===== src/hw/rib_pkg.sv =====
package rib_pkg;

    // ----------------------------------------
    // widths and address split
    // ----------------------------------------
    localparam int XLEN      = 32;
    localparam int SLV_IDX_W = 4;   // top address bits pick the slave
    localparam int OFFS_W    = 28;  // remaining bits go to the slave

    // ----------------------------------------
    // slave map
    // ----------------------------------------
    localparam logic [SLV_IDX_W-1:0] SLV_RAM0   = 4'd0;  // instr/data ram
    localparam logic [SLV_IDX_W-1:0] SLV_RAM1   = 4'd1;  // data ram
    localparam logic [SLV_IDX_W-1:0] SLV_PERIPH = 4'd2;  // gpio + timer
    localparam int NUM_SLV = 3;  // index 3..15 is unmapped

    localparam int RAM0_WORDS = 1024;
    localparam int RAM1_WORDS = 256;

    // ----------------------------------------
    // request types
    // ----------------------------------------
    typedef struct packed {
        logic [SLV_IDX_W-1:0] idx;
        logic [OFFS_W-1:0]    offs;
    } rib_addr_t;

    // masters see a flat word, the decoder sees index + offset
    typedef union packed {
        logic [XLEN-1:0] raw;
        rib_addr_t       f;
    } rib_addr_u;

    typedef struct packed {
        logic            req;
        logic            we;
        rib_addr_u       addr;
        logic [XLEN-1:0] wdata;
    } rib_mreq_t;

    typedef struct packed {
        logic            sel;
        logic            we;
        logic [XLEN-1:0] offs;   // offset, zero extended
        logic [XLEN-1:0] wdata;
    } rib_sreq_t;

endpackage


===== src/hw/periph_pkg.sv =====
package periph_pkg;

    // ----------------------------------------
    // register map, byte offsets
    // ----------------------------------------
    localparam logic [31:0] REG_GPIO_OUT = 32'h00;  // r/w, drives pins
    localparam logic [31:0] REG_GPIO_IN  = 32'h04;  // read only
    localparam logic [31:0] REG_TMR_CTRL = 32'h08;
    localparam logic [31:0] REG_TMR_CNT  = 32'h0C;  // read only
    localparam logic [31:0] REG_TMR_CMP  = 32'h10;

    // ----------------------------------------
    // timer control bits
    // ----------------------------------------
    // a write with the enable bit low stops and clears the counter
    localparam int CTRL_EN_BIT = 0;

    // write 1 to drop the sticky irq, reads back the irq state
    localparam int CTRL_IRQ_CLR_BIT = 1;

    // ----------------------------------------
    // gpio
    // ----------------------------------------
    localparam int GPIO_W = 8;

endpackage


===== src/hw/rib_gpio_timer.sv =====
module rib_gpio_timer (
    input  logic                             clk,
    input  logic                             rst_n,
    input  rib_pkg::rib_sreq_t               req_i,
    output logic [rib_pkg::XLEN-1:0]         rdata_o,
    input  logic [periph_pkg::GPIO_W-1:0]    gpio_i,
    output logic [periph_pkg::GPIO_W-1:0]    gpio_o,
    output logic                             irq_o
);

    logic [periph_pkg::GPIO_W-1:0] gpio_out_q;
    logic [periph_pkg::GPIO_W-1:0] gpio_in_q;
    logic                          tmr_en_q;
    logic [rib_pkg::XLEN-1:0]      tmr_cnt_q;
    logic [rib_pkg::XLEN-1:0]      tmr_cmp_q;
    logic                          irq_q;
    logic                          wr_en;
    logic                          wr_out;
    logic                          wr_ctrl;
    logic                          wr_cmp;
    logic                          tmr_hit;
    logic [rib_pkg::XLEN-1:0]      rd_mux;

    // ----------------------------------------
    // write decode
    // ----------------------------------------
    assign wr_en   = req_i.sel & req_i.we;
    assign wr_out  = wr_en && (req_i.offs == periph_pkg::REG_GPIO_OUT);
    assign wr_ctrl = wr_en && (req_i.offs == periph_pkg::REG_TMR_CTRL);
    assign wr_cmp  = wr_en && (req_i.offs == periph_pkg::REG_TMR_CMP);

    // ----------------------------------------
    // gpio
    // ----------------------------------------
    always_ff @(posedge clk or negedge rst_n) begin
        if (!rst_n) begin
            gpio_out_q <= '0;
            gpio_in_q  <= '0;
        end else begin
            gpio_in_q <= gpio_i;  // one cycle late sample
            if (wr_out) begin
                gpio_out_q <= req_i.wdata[periph_pkg::GPIO_W-1:0];
            end
        end
    end

    assign gpio_o = gpio_out_q;

    // ----------------------------------------
    // compare timer
    // ----------------------------------------
    assign tmr_hit = tmr_en_q && (tmr_cnt_q == tmr_cmp_q);

    always_ff @(posedge clk or negedge rst_n) begin
        if (!rst_n) begin
            tmr_en_q  <= 1'b0;
            tmr_cnt_q <= '0;
            tmr_cmp_q <= '0;
            irq_q     <= 1'b0;
        end else begin
            if (wr_cmp) begin
                tmr_cmp_q <= req_i.wdata;
            end
            if (wr_ctrl) begin
                tmr_en_q <= req_i.wdata[periph_pkg::CTRL_EN_BIT];
            end
            if (wr_ctrl && !req_i.wdata[periph_pkg::CTRL_EN_BIT]) begin
                tmr_cnt_q <= '0;  // stop and clear
            end else if (tmr_hit) begin
                tmr_cnt_q <= '0;
            end else if (tmr_en_q) begin
                tmr_cnt_q <= tmr_cnt_q + 1'b1;
            end
            // clear beats a match in the same cycle
            if (wr_ctrl && req_i.wdata[periph_pkg::CTRL_IRQ_CLR_BIT]) begin
                irq_q <= 1'b0;
            end else if (tmr_hit) begin
                irq_q <= 1'b1;  // sticky
            end
        end
    end

    assign irq_o = irq_q;

    // ----------------------------------------
    // read port
    // ----------------------------------------
    always_comb begin
        rd_mux = '0;
        case (req_i.offs)
            periph_pkg::REG_GPIO_OUT: rd_mux[periph_pkg::GPIO_W-1:0] = gpio_out_q;
            periph_pkg::REG_GPIO_IN:  rd_mux[periph_pkg::GPIO_W-1:0] = gpio_in_q;
            periph_pkg::REG_TMR_CTRL: begin
                rd_mux[periph_pkg::CTRL_EN_BIT]      = tmr_en_q;
                rd_mux[periph_pkg::CTRL_IRQ_CLR_BIT] = irq_q;  // pending flag
            end
            periph_pkg::REG_TMR_CNT:  rd_mux = tmr_cnt_q;
            periph_pkg::REG_TMR_CMP:  rd_mux = tmr_cmp_q;
            default:                  rd_mux = '0;
        endcase
    end

    always_ff @(posedge clk) begin
        if (req_i.sel) begin
            rdata_o <= rd_mux;
        end
    end

endmodule


===== config.mk =====
export PLATFORM = sky130hd
export DESIGN_NAME = rib_gpio_timer
export DESIGN_NICKNAME = d
export VERILOG_FILES = /design/src/hw/rib_pkg.sv /design/src/hw/periph_pkg.sv /design/src/hw/rib_gpio_timer.sv
export SDC_FILE = /design/constraint.sdc
export NUM_CORES = 1
export LEC_CHECK = 0
export BUFFER_PORTS_ARGS = -buffer_cell sky130_fd_sc_hd__buf_4
export CAP_MARGIN = 20
export CORE_AREA = 3 3 111 113
export CTS_BUF_LIST = sky130_fd_sc_hd__clkbuf_8 sky130_fd_sc_hd__clkbuf_16
export DETAILED_ROUTE_END_ITERATION = 7
export DIE_AREA = 0 0 114 116
export GPL_TIMING_DRIVEN = 0
export PLACE_DENSITY = 0.75
export SLEW_MARGIN = 15
export SYNTH_ARGS = -nofsm -noshare
export SYNTH_HDL_FRONTEND = slang
export SYNTH_SLANG_ARGS = --single-unit

===== constraint.sdc =====
create_clock -name clk -period 2 [get_ports clk]
set_input_delay 0.6 -clock clk [delete_from_list [all_inputs] [get_ports clk]]
set_output_delay 0.6 -clock clk [all_outputs]
set_load 0.005 [all_outputs]

==> results.yml <==
routing:
  drt-total-wl_um: 18000
  viasPerCell: 6.09
  postRouteAntennaNets: 0
  drt-initial-drc-count: 470
  wl_per_cell_um: 22.7
  vias: 4832
  route.detailed.drc: 0
  first_pass_iters: 5
global_routing:
  grt_usage: 0.254
  grt_pass1_wl_um: 25400
  grt_max_degree: 83
  antenna_found_initial: 0
  grt_pass1_vias: 4739
  grt_overflow: 0
clocking:
  cts_made_buffers: 17
  clockRootBuffer: "clkbuf_16"
  cts_sinks: 114
  cts_tree: "yes"
  clkTransAtPathRegs_ps: 60
  holdBufCountCts: 0
  htree_levels: 4
  clock_latency_ps: 420
  clock_path_buffers: 2
logic_synthesis:
  yosysWarnings: 0
  synth_nets: 545
  synth_seq_cells: 114
  ys_seq_area_frac: 0.536
  synthDominantCellAreaShare: 0.365
  synth_cells: 468
  synth_edf_count: 32
  ys_async_sr_fraction: 0.719
  netlist_area_um2: 5620
  ys_types: 52
  syn_avg_cell_area_um2: 12.0
  netlist.top_cell.by_area: "dfrtp_1"
  synthFlopType: "dfrtp_1"
  synthTopCellsByArea: "dfrtp_1 37%, edfxtp_1 17%, mux2_2 7.4%"
setup_path:
  r2r_slack_ps: -200
  critPathRequiredTime_ps: 2290
  crit_path_start: "tmr_cnt_q[2]"
  cp-endpoint: "tmr_cnt_q[1]"
  path_max_fanout: 8
  worstRegToRegCells: 6
  worstPathArrival_ps: 2480
  critPathKind: "reg -> reg"
  worst_setup_path_end_kind: "flip-flop"
  start_kind: "flip-flop"
  reg2reg_to: "tmr_cnt_q[1]"
  r2r-start: "tmr_cnt_q[2]"
cells_and_area:
  finalCoreUtilization: 0.740
  areaGrowthSynthToFinish_pct: 50.2
  final_nets: 715
  antenna_cells: 0
  mostFrequentLayoutCell: "buf_4"
  drive_gt1_frac: 0.501
  layout_common_cells: "131 x buf_4, 72 x dfrtp_1, 41 x xor2_1"
  layout.cells.non_filler: 794
  fillers: 699
power_and_ir_drop:
  worst_ir_drop_vdd_v: 0.000999
  power.density_nw_per_um2: 661
  p_leak_nw: 3.72
sta:
  min_period_ps: 2200
  fmax_mhz: 455
  totalNegativeSetupSlack_ps: -5480
  setup_viol: 78
  fin_skew_ps: 6.34
  fin_ws_ps: -197
  hold_viol: 0
  rsz0062_at_grt: "true"
  hold_ws_ps: 66.5
  slew-limit-headroom: 0.475
  tightest_slew_ps: 787
  final_max_slew_viol_count: 0
  post-route-period-util: 1.10
placed_design:
  portBuffers: 116
  gp_congestion: 0.900
  hpwl_um: 11300
  placedCellCount: 727
floorplanning:
  placement_rows: 39
  die_x_um: 114
  core_um2: 11400
  fp.dieH_um: 116
  start_util: 0.492
  design.die.area_um2: 13200
  io_pins: 117
status:
  run_status: "finished, violations left"
  violations: "negative setup slack"
min_path:
  hold_path.class: "in -> async"
job:
  max_cap_violations: 0
## final cells by class
class,count,area [µm²],share of cell area
plain buffers,25,262,0.0310
clock buffers,19,464,0.0550
clock inverters,13,105,0.0124
inverters,6,22.5,0.00267
multi-input cells,319,2990,0.354
flip-flops and latches,114,3030,0.358
well taps,143,179,0.0212
repair buffers,155,1400,0.165
## metrics by stage
stage | cell area [µm²] | setup slack (ps) | total power [W]
detailed placement | 7020 | -641 | 0.00271
finish | 8450 | -197 | 0.00559
global route | 8450 | -290 | 0.00573
floorplan | 5970 | -241 | 0.00250
CTS | 7900 | -69.6 | 0.00559
global placement | 7020 | -676 | 0.00270
## Yosys cell counts, types with 2 or more instances
cell	number
dfrtp_1	82
xor2_1	42
mux2_2	37
edfxtp_1	32
nor4_1	31
nor2_1	26
a22o_1	23
nor3_1	22
nand3_1	18
nand4_1	16
mux2i_1	13
buf_2	11
nand2_1	11
and3_1	9
a21oi_1	8
clkbuf_1	8
buf_4	7
a221o_1	6
inv_1	6
o21ai_0	6
xnor2_1	5
and2_1	4
mux2_1	4
nor3_2	4
and4_1	3
a31oi_1	2
clkbuf_2	2
nand4b_1	2
o221ai_1	2
o311ai_0	2
or2_2	2
or3_1	2
## how the worst min path moves through the flow
stage                   start             to  slack (ps)  cells after the start
floorplan               rst_n   gpio_in_q[0]         300                      0
global placement    gpio_o[5]      gpio_o[5]         520                      1
detailed placement  gpio_o[2]      gpio_o[2]         530                      1
CTS                 gpio_i[4]   gpio_in_q[4]         270                      1
global route            rst_n  tmr_cmp_q[18]          60                      1
finish                  rst_n  tmr_cmp_q[26]          70                      1
## worst max-delay path, cell delays in order (launching register included)
cell	delay [ps]
dfrtp_1	370
clkbuf_2	200
xor2_1	250
nor4_1	320
nand4_1	270
o311ai_0	540
a21oi_2	120
## report_power, final
part	total (W)	leakage [nW]	switching (W)	internal, W
registers	0.00243	1.30	0.00000763	0.00242
logic	0.000256	2.15	0.000116	0.000140
clock network	0.00290	0.277	0.00110	0.00180
## cells by family after synthesis
| family | count (synthesis) | share of synthesized area |
|---|---|---|
| xor+xnor | 47 | 0.0732 |
| mux | 54 | 0.105 |
| compound gates | 56 | 0.0792 |
| buf+inv | 35 | 0.0309 |
| flops | 114 | 0.536 |
| simple gates | 161 | 0.173 |
| fa+ha+maj | 1 | 0.00223 |
## layer usage
metal | routed length (µm) | part of all wire | track usage
met5 | 0 | 0 | 0
met3 | 1510 | 0.084 | 0.0695
met4 | 528 | 0.029 | 0.0942
met2 | 9000 | 0.50 | 0.409
met1 | 7010 | 0.39 | 0.331
## flip-flops by register name, indices dropped and copies added (netlist names)
signal     cells
rdata_o       32
tmr_cmp_q     32
tmr_cnt_q     32
gpio_in_q      8
gpio_o         8
irq_o          1
tmr_en_q       1
## what timing repair did
item,CTS,global route
gates cloned,2,7
setup buffers,14,16
gates resized for setup,35,69
pin swaps,13,54
setup endpoints to repair,101,106
Power figures use the tool's default switching activity.
