--- src/hw/rib_pkg.sv ---
package rib_pkg;

    // ----------------------------------------
    // widths and address split
    // ----------------------------------------
    localparam int XLEN      = 32;
    localparam int SLV_IDX_W = 4;   // top address bits pick the slave
    localparam int OFFS_W    = 28;  // remaining bits go to the slave

    // ----------------------------------------
    // slave map
    // ----------------------------------------
    localparam logic [SLV_IDX_W-1:0] SLV_RAM0   = 4'd0;  // instr/data ram
    localparam logic [SLV_IDX_W-1:0] SLV_RAM1   = 4'd1;  // data ram
    localparam logic [SLV_IDX_W-1:0] SLV_PERIPH = 4'd2;  // gpio + timer
    localparam int NUM_SLV = 3;  // index 3..15 is unmapped

    localparam int RAM0_WORDS = 1024;
    localparam int RAM1_WORDS = 256;

    // ----------------------------------------
    // request types
    // ----------------------------------------
    typedef struct packed {
        logic [SLV_IDX_W-1:0] idx;
        logic [OFFS_W-1:0]    offs;
    } rib_addr_t;

    // masters see a flat word, the decoder sees index + offset
    typedef union packed {
        logic [XLEN-1:0] raw;
        rib_addr_t       f;
    } rib_addr_u;

    typedef struct packed {
        logic            req;
        logic            we;
        rib_addr_u       addr;
        logic [XLEN-1:0] wdata;
    } rib_mreq_t;

    typedef struct packed {
        logic            sel;
        logic            we;
        logic [XLEN-1:0] offs;   // offset, zero extended
        logic [XLEN-1:0] wdata;
    } rib_sreq_t;

endpackage

--- src/hw/rib_bus.sv ---
module rib_bus (
    input  logic                                             clk,
    input  logic                                             rst_n,

    // full masters
    input  rib_pkg::rib_mreq_t                               m0_req_i,  // core data
    input  rib_pkg::rib_mreq_t                               m2_req_i,  // debug
    input  rib_pkg::rib_mreq_t                               m3_req_i,  // aux
    // fetch master, read only, always slave 0
    input  logic [rib_pkg::XLEN-1:0]                         m1_addr_i,

    output logic [rib_pkg::XLEN-1:0]                         m0_rdata_o,
    output logic [rib_pkg::XLEN-1:0]                         m1_rdata_o,
    output logic [rib_pkg::XLEN-1:0]                         m2_rdata_o,
    output logic [rib_pkg::XLEN-1:0]                         m3_rdata_o,

    output logic                                             m0_gnt_o,
    output logic                                             m2_gnt_o,
    output logic                                             m3_gnt_o,
    output logic                                             hold_o,    // stall fetch

    output rib_pkg::rib_sreq_t [rib_pkg::NUM_SLV-1:0]        s_req_o,
    input  logic [rib_pkg::NUM_SLV-1:0][rib_pkg::XLEN-1:0]   s_rdata_i
);

    rib_pkg::rib_mreq_t win;         // request of the granted master
    rib_pkg::rib_addr_u m1_addr;
    logic [rib_pkg::XLEN-1:0] win_offs;
    logic [rib_pkg::XLEN-1:0] fetch_offs;

    // per master, bit 0..3 = m0..m3
    logic [3:0]                                acc;      // served this cycle
    logic [3:0][rib_pkg::SLV_IDX_W-1:0]        acc_idx;  // slave it addressed
    logic [3:0]                                pend_q;   // read data arrives now
    logic [3:0][rib_pkg::SLV_IDX_W-1:0]        rsel_q;
    logic [3:0][rib_pkg::XLEN-1:0]             rdata_q;  // last value shown
    logic [3:0][rib_pkg::XLEN-1:0]             rdata;

    // ----------------------------------------
    // fixed priority arbiter, m3 > m0 > m2 > m1
    // ----------------------------------------
    assign m3_gnt_o = m3_req_i.req;
    assign m0_gnt_o = m0_req_i.req & ~m3_req_i.req;
    assign m2_gnt_o = m2_req_i.req & ~m3_req_i.req & ~m0_req_i.req;
    assign hold_o   = m3_req_i.req | m0_req_i.req | m2_req_i.req;

    always_comb begin
        if (m3_req_i.req) begin
            win = m3_req_i;
        end else if (m0_req_i.req) begin
            win = m0_req_i;
        end else begin
            win = m2_req_i;  // only used when m2 requests
        end
    end

    // ----------------------------------------
    // decode and routing to the slaves
    // ----------------------------------------
    assign m1_addr.raw = m1_addr_i;
    assign win_offs    = {{rib_pkg::SLV_IDX_W{1'b0}}, win.addr.f.offs};
    assign fetch_offs  = {{rib_pkg::SLV_IDX_W{1'b0}}, m1_addr.f.offs};

    always_comb begin
        for (int s = 0; s < rib_pkg::NUM_SLV; s++) begin
            s_req_o[s].sel   = hold_o && (int'(win.addr.f.idx) == s);
            s_req_o[s].we    = hold_o && (int'(win.addr.f.idx) == s) && win.we;
            s_req_o[s].offs  = win_offs;
            s_req_o[s].wdata = win.wdata;
        end
        // bus idle, fetch owns ram 0
        if (!hold_o) begin
            s_req_o[rib_pkg::SLV_RAM0].sel  = 1'b1;
            s_req_o[rib_pkg::SLV_RAM0].offs = fetch_offs;
        end
    end

    // ----------------------------------------
    // read return
    // ----------------------------------------
    assign acc = {m3_gnt_o, m2_gnt_o, ~hold_o, m0_gnt_o};

    assign acc_idx[0] = m0_req_i.addr.f.idx;
    assign acc_idx[1] = rib_pkg::SLV_RAM0;
    assign acc_idx[2] = m2_req_i.addr.f.idx;
    assign acc_idx[3] = m3_req_i.addr.f.idx;

    always_ff @(posedge clk or negedge rst_n) begin
        if (!rst_n) begin
            pend_q  <= '0;
            rsel_q  <= '0;
            rdata_q <= '0;
        end else begin
            pend_q  <= acc;
            rdata_q <= rdata;
            for (int m = 0; m < 4; m++) begin
                if (acc[m]) begin
                    rsel_q[m] <= acc_idx[m];
                end
            end
        end
    end

    // fresh slave data one cycle after the access, else hold the last word
    always_comb begin
        for (int m = 0; m < 4; m++) begin
            rdata[m] = rdata_q[m];
            if (pend_q[m]) begin
                rdata[m] = '0;  // unmapped slave reads zero
                if (int'(rsel_q[m]) < rib_pkg::NUM_SLV) begin
                    rdata[m] = s_rdata_i[rsel_q[m]];
                end
            end
        end
    end

    assign m0_rdata_o = rdata[0];
    assign m1_rdata_o = rdata[1];
    assign m2_rdata_o = rdata[2];
    assign m3_rdata_o = rdata[3];

endmodule

--- config.mk ---
export PLATFORM = sky130hd
export DESIGN_NAME = rib_bus
export DESIGN_NICKNAME = d
export VERILOG_FILES = /design/src/hw/rib_pkg.sv /design/src/hw/rib_bus.sv
export SDC_FILE = /design/constraint.sdc
export NUM_CORES = 1
export LEC_CHECK = 0
export BUFFER_PORTS_ARGS = -buffer_cell sky130_fd_sc_hd__buf_2
export CORE_AREA = 2 2 255 257
export CTS_CLUSTER_DIAMETER = 120
export DETAILED_ROUTE_END_ITERATION = 7
export DIE_AREA = 0 0 257 259
export GPL_TIMING_DRIVEN = 0
export PLACE_DENSITY_LB_ADDON = 0.25
export SLEW_MARGIN = 25
export SYNTH_ARGS = -nofsm -noshare
export SYNTH_HDL_FRONTEND = slang
export SYNTH_SLANG_ARGS = --single-unit
--- constraint.sdc ---
create_clock -name clk -period 5.1 [get_ports clk]
set_clock_uncertainty 0.2 [all_clocks]
set_input_delay 0.255 -clock clk [delete_from_list [all_inputs] [get_ports clk]]
set_output_delay 0.255 -clock clk [all_outputs]
set_load 0.005 [all_outputs]
==> results of run 1 <==
==> registers in the layout (all words and copies together) (netlist names) <==
register,cells
rsel_q,12
pend_q,4
rdata_q,128
==> cell families (layout without fill, tap and decap cells) <==
kind of cell	Yosys count	after routing	share of synthesized area (%)
flip-flops	144	144	36.7
other	1	13	0.0382
AO/OA/AOI/OAI	204	204	13.1
AND/OR/NAND/NOR	125	125	5.93
buffers and inverters	286	1063	15.7
multiplexers	254	254	28.6
==> Yosys cell counts (all sizes together) <==
cell and number:
dfrtp 144, buf 141, mux2 130, mux2i 124, inv 102, o22ai 96
nand2 66, o21ai 66, clkbuf 42, nand2b 25, o221ai 24, nor2 15
o32ai 10, nor3 4, nor2b 3, or2 3, a21oi 2, nand3 2
nand3b 2, nor4 2, a21o 1, a222oi 1, clkinv 1, conb 1
nor3b 1, nor4b 1, o2111ai 1, o211ai 1, o21a 1, o31ai 1
or3 1
==> path summary, 6_finish.rpt <==
| kind | from | to | slack, ns | depth (start not counted) |
|---|---|---|---|---|
| max in group asynchronous | rst_n | rsel_q[11] | 3.72 | 3 |
| min | s_rdata_i[44] | rdata_q[12] | 0.05 | 4 |
| max | rsel_q[12] | m3_rdata_o[21] | 1.17 | 7 |
| min in group asynchronous | rst_n | rdata_q[43] | 0.15 | 2 |
| min reg2reg | rdata_q[56] | rdata_q[56] | 0.29 | 1 |
| max reg2reg | rsel_q[12] | rdata_q[117] | 1.96 | 6 |
==> report_power, final <==
| part | internal, mW | leakage [nW] | total, mW | switching (mW) |
|---|---|---|---|---|
| logic | 0.789 | 6.09 | 1.72 | 0.935 |
| registers | 1.32 | 1.86 | 1.36 | 0.0454 |
| clock network | 0.706 | 0.297 | 1.35 | 0.648 |
| total | 2.81 | 8.24 | 4.44 | 1.63 |
==> layer usage <==
metal	GRT usage (%)	vias up	wire [um]
met4	7.22	4	2230
met5	0	-	23
met2	33.0	442	32100
li1	-	5007	-
met3	3.97	56	3400
met1	21.1	5273	25200
==> layout by cell type (no fill, tap or decap), types with 3 or more instances in the layout <==
master	Yosys	layout
buf_2	20	659
dfrtp_1	144	144
mux2i_1	124	124
buf_4	109	109
dlygate4sd3_1	0	104
mux2_2	103	103
inv_1	100	100
o22ai_1	96	96
nand2_1	66	66
o21ai_0	66	59
clkbuf_1	42	38
mux2_4	27	27
nand2b_1	25	25
o221ai_1	24	24
clkbuf_16	0	17
nor2_1	15	15
conb_1	1	12
o32ai_1	10	10
buf_1	8	8
o21ai_1	0	7
inv_8	0	6
inv_6	0	5
clkbuf_2	0	4
nor3_1	4	4
buf_8	2	3
or2_2	3	3
nor2b_1	3	3
==> cell type report <==
cell class              count  area, um^2  share of cell area [%]
diodes                      1        2.50                  0.0158
plain buffers             183        1160                    7.35
clock buffers              17         425                    2.69
clock inverters            15         181                    1.15
inverters                 103         387                    2.44
multi-input cells         595        4720                    29.8
flip-flops and latches    144        3600                    22.8
well taps                 855        1070                    6.76
repair buffers            745        4280                    27.0
==> tightest hold or removal path, stage by stage <==
cell      delay [ns]
buf_2           0.11
nand2b_1        0.13
o221ai_1        0.09
o22ai_1         0.09
==> repair_timing <==
action                                 CTS  global route
endpoints found under the hold margin  203             0
hold buffers                           104             0
setup buffers                            0             0
==> impl_metrics.toml, run 1 <==
[placement]
hpwlAfterDp_um = 51400
place_inst = 2521
pre_cts_ws_ns = 1.90
place_area_mm2 = 0.0142
port_buffers = 640
place_congestion = 0.957

[critical_path]
crit_chain = "clkbuf_1 > inv_1 > clkbuf_1 > o22ai_1 > dlygate4sd3_1 > o32ai_1 > buf_2"
worst_path_max_delay_cell = "clkbuf_1"
path_common_cell = "clkbuf_1"
criticalPathCategory = "flop to primary output"
start_kind = "flop"
cpPeakStageDelay_ns = 0.76
critical_path_arrival_ns = 3.47
crit_path_max_fanout = 10
crit_buf_inv = 5
cp-end-kind = "primary output"
cp.required_ns = 4.64
cp_top_family = "buffers and inverters"

[clock_network]
cts-root-buf = "clkbuf_16"
cts_tree = "yes"
clk_latency_ns = 0.48
cts-resized-gates = 0
clockBufferDepth = 2
numCtsBuffers = 17
cts_sinks = 144
path_clk_slew_ns = 0.08
htree_levels = 4

[synthesis]
ys_types = 37
synthTopCellsByArea = "dfrtp_1, mux2i_1, mux2_2"
synth_area_leader_cell = "dfrtp_1"
syn_inst = 1014
syn-cell-area_mm2 = 0.00983
ys_seq_elements = 144
synth.top_cell.area_share_pct = 36.7
avgSynthCellArea_um2 = 9.69
yosysWarnings = 0
ys_seq_area_share_pct = 36.7

[sta]
fin_crit_ns = 3.93
fin_setup_tns_ns = 0
hold-worst-slack_ns = 0.0498
clock.fmax_ghz = 0.255
worst_slew_pin_slew_ns = 1.20
drv_slew = 0
rsz0062_at_grt = "false"
finalCritPeriodShare_pct = 77.0
fin_ws_ns = 1.17
relSlewSlack_pct = 19.0
hold_viol = 0
setup_viol = 0

[route]
wl_per_cell_um = 23.7
drt_wl_total_um = 62900
drtIter0Drc = 491
routed-via-count = 10800
drcViolationCount = 0
firstDrtPassIters = 7
drtAntennaViolNets = 0
viasPerCell = 4.06

[floorplanning]
die_h_um = 259
die_w_um = 257
coreArea_mm2 = 0.0639
dieArea_mm2 = 0.0666
start_util_pct = 15.4
io_pins = 658
rows = 93

[final_layout]
final_util_pct = 24.8
design_area_mm2 = 0.0158
nFillCells = 7020
area_growth_pct = 61.1
drive_gt1_share_pct = 52.5
finalNonFillerCells = 2658
fin_nets = 2117

[outcome]
outcome = "finished, final reports clean"

[global_route]
grt_max_degree = 75
grt_pass1_wl_um = 86500
grt_usage_pct = 18.3
grt_pass1_vias = 11400
gr-total-overflow = 0
antenna_found_initial = 4

[pwr]
power_mw = 4.44
ir_drop_uv = 136
leakagePower_nw = 8.24
powerDensity_mw_per_mm2 = 280

[worst_hold_path]
hold_path_class = "primary input to flop"

[flow_run]
drv_cap = 0
Note: power is estimated with default switching activity, not from simulation.
==> inputs of run 2 (changes only) <==
Clock period 5.1 ns to 3.6 ns, I/O delays scaled along.
==> impl_metrics.toml, run 2 (synthesis gave the netlist of run 1 again) <==
[outcome]
outcome = "finished, final reports clean"

[placement]
port_buffers = 640
place_area_mm2 = 0.0142
place_inst = 2521
place_congestion = 0.957
hpwlAfterDp_um = 51400

[floorplanning]
rows = 93
die_w_um = 257
coreArea_mm2 = 0.0639
die_h_um = 259
io_pins = 658
start_util_pct = 15.4
dieArea_mm2 = 0.0666

[flow_run]
drv_cap = 0

[route]
viasPerCell = 4.05
drtAntennaViolNets = 0
firstDrtPassIters = 7
drt_wl_total_um = 63100
drcViolationCount = 0
wl_per_cell_um = 23.4
drtIter0Drc = 493
routed-via-count = 10900

[critical_path]
start_kind = "flop"
cpPeakStageDelay_ns = 0.69
crit_chain = "clkbuf_1 > or2_2 > clkbuf_1 > o221ai_1 > o22ai_1 > buf_2"
path_common_cell = "clkbuf_1"
worst_path_max_delay_cell = "clkbuf_1"
critical_path_arrival_ns = 3.02
crit_path_max_fanout = 9
criticalPathCategory = "flop to primary output"
cp-end-kind = "primary output"
cp.required_ns = 3.22

[pwr]
p_seq_share_pct = 30.4
p_int_mw = 4.03
power_switching_mw = 2.32
power_frac_comb_pct = 39.4
switching_share_pct = 36.5
leakagePower_nw = 8.40
ir_drop_uv = 192
powerDensity_mw_per_mm2 = 392
power_frac_clock_pct = 30.1

[global_route]
met3_usage_pct = 3.92
grt_max_degree = 75
grt_pass1_wl_um = 87000
grt_use_met2_pct = 33.3
gr-total-overflow = 0
busiest_layer = "met2"
grt_usage_pct = 18.4
grt_util_met1_pct = 21.1
grt_pass1_vias = 11600
antenna_found_initial = 4

[final_layout]
drive_gt1_share_pct = 51.6
layout_commonest_cell = "buf_2"
largest_reg_flops = 128
finalNonFillerCells = 2692
mostFrequentLayoutCells = "buf_2, dfrtp_1, dlygate4sd3_1, mux2i_1, buf_4"
area_growth_pct = 64.6
top_regs = "rdata_q: 128 flops, rsel_q: 12 flops, pend_q: 4 flops"
regMostFlops = "rdata_q"
design_area_mm2 = 0.0162
fin_nets = 2150

[sta]
rsz0062_at_grt = "false"
hold_viol = 0
fin_crit_ns = 3.40
worst_slew_pin_slew_ns = 1.16
relSlewSlack_pct = 21.9
clock.fmax_ghz = 0.294
drv_slew = 0
finalCritPeriodShare_pct = 94.6
setup_viol = 0

[clock_network]
clockBufferDepth = 2
htree_levels = 4
numCtsBuffers = 17
clk_latency_ns = 0.47
cts_sinks = 144
path_clk_slew_ns = 0.08
post_cts_buffers = 0
cts-root-buf = "clkbuf_16"
cts_tree = "yes"

[worst_hold_path]
hold_path_class = "primary input to flop"
[run 2: cell types whose count changed in the layout (fill, tap and decap cells not counted), sizes merged]
cell / before / now
dlygate4sd3: 104 / 138
diode: 1 / 2
clkbuf: 59 / 58
[run 2: routing by layer]
layer  vias to the layer above  wire (um)
li1                       5083          -
met1                      5325      25200
met2                       447      32400
met3                        54       3390
met4                         4       2160
met5                         -         23
[run 2: final timing paths]
| kind | start | slack, ns | depth (start not counted) | endpoint |
|---|---|---|---|---|
| worst max-delay path | rsel_q[8] | 0.20 | 6 | m2_rdata_o[27] |
| worst min-delay path | s_rdata_i[33] | 0.06 | 4 | rdata_q[97] |
| worst max register to register | rsel_q[8] | 0.47 | 6 | rdata_q[90] |
| worst min register to register | rdata_q[50] | 0.29 | 1 | rdata_q[50] |
| max in group asynchronous | rst_n | 2.31 | 3 | rsel_q[11] |
| min in group asynchronous | rst_n | 0.07 | 2 | rdata_q[43] |
[run 2: critical path, delay by kind of cell (launching register included)]
family,cells,cell delay [ns]
AO/OA/AOI/OAI,2,0.63
buffers and inverters,3,1.37
flip-flops,1,0.32
AND/OR/NAND/NOR,1,0.22
[run 2: timing repair]
action | 4_1_cts | 5_1_grt
hold buffers | 138 | 0
resized for setup | 0 | 2
endpoints found under the setup margin | 0 | 8
endpoints found under the hold margin | 251 | 0
[run 2: layout make-up]
cell class	instances	area, um^2
Multi-Input combinational cell	595	4720
Tap cell	855	1070
Fill cell	7018	47700
Clock buffer	17	425
Buffer	182	1160
Timing Repair Buffer	779	4620
Sequential cell	144	3600
Inverter	103	387
Clock inverter	15	181
Antenna cell	2	5.00
[run 2: stage by stage]
step / util [%] / hold slack [ns] / total power, mW / setup WS, ns / TNS, ns
finish: 25.3 / 0.0588 / 6.35 / 0.196 / 0
global route: 25.3 / 0.0570 / 6.71 / 0.0194 / 0
CTS: 25.3 / 0.00383 / 6.48 / 0.0271 / 0
detailed placement: 22.2 / 0.000725 / 4.34 / 0.549 / 0
global placement: 22.1 / 0.189 / 4.32 / -0.353 / -47.65
floorplan: - / -0.316 / 3.08 / 1.87 / 0
[run 2: power by group through the flow]
stage                     logic [mW]  clock network (mW)  registers, mW
after floorplan                 1.14                   0           1.94
after global placement          2.37                   0           1.96
after detailed placement        2.38                   0           1.96
after CTS                       2.56                2.00           1.93
after global routing            2.71                2.05           1.96
final                           2.50                1.91           1.93
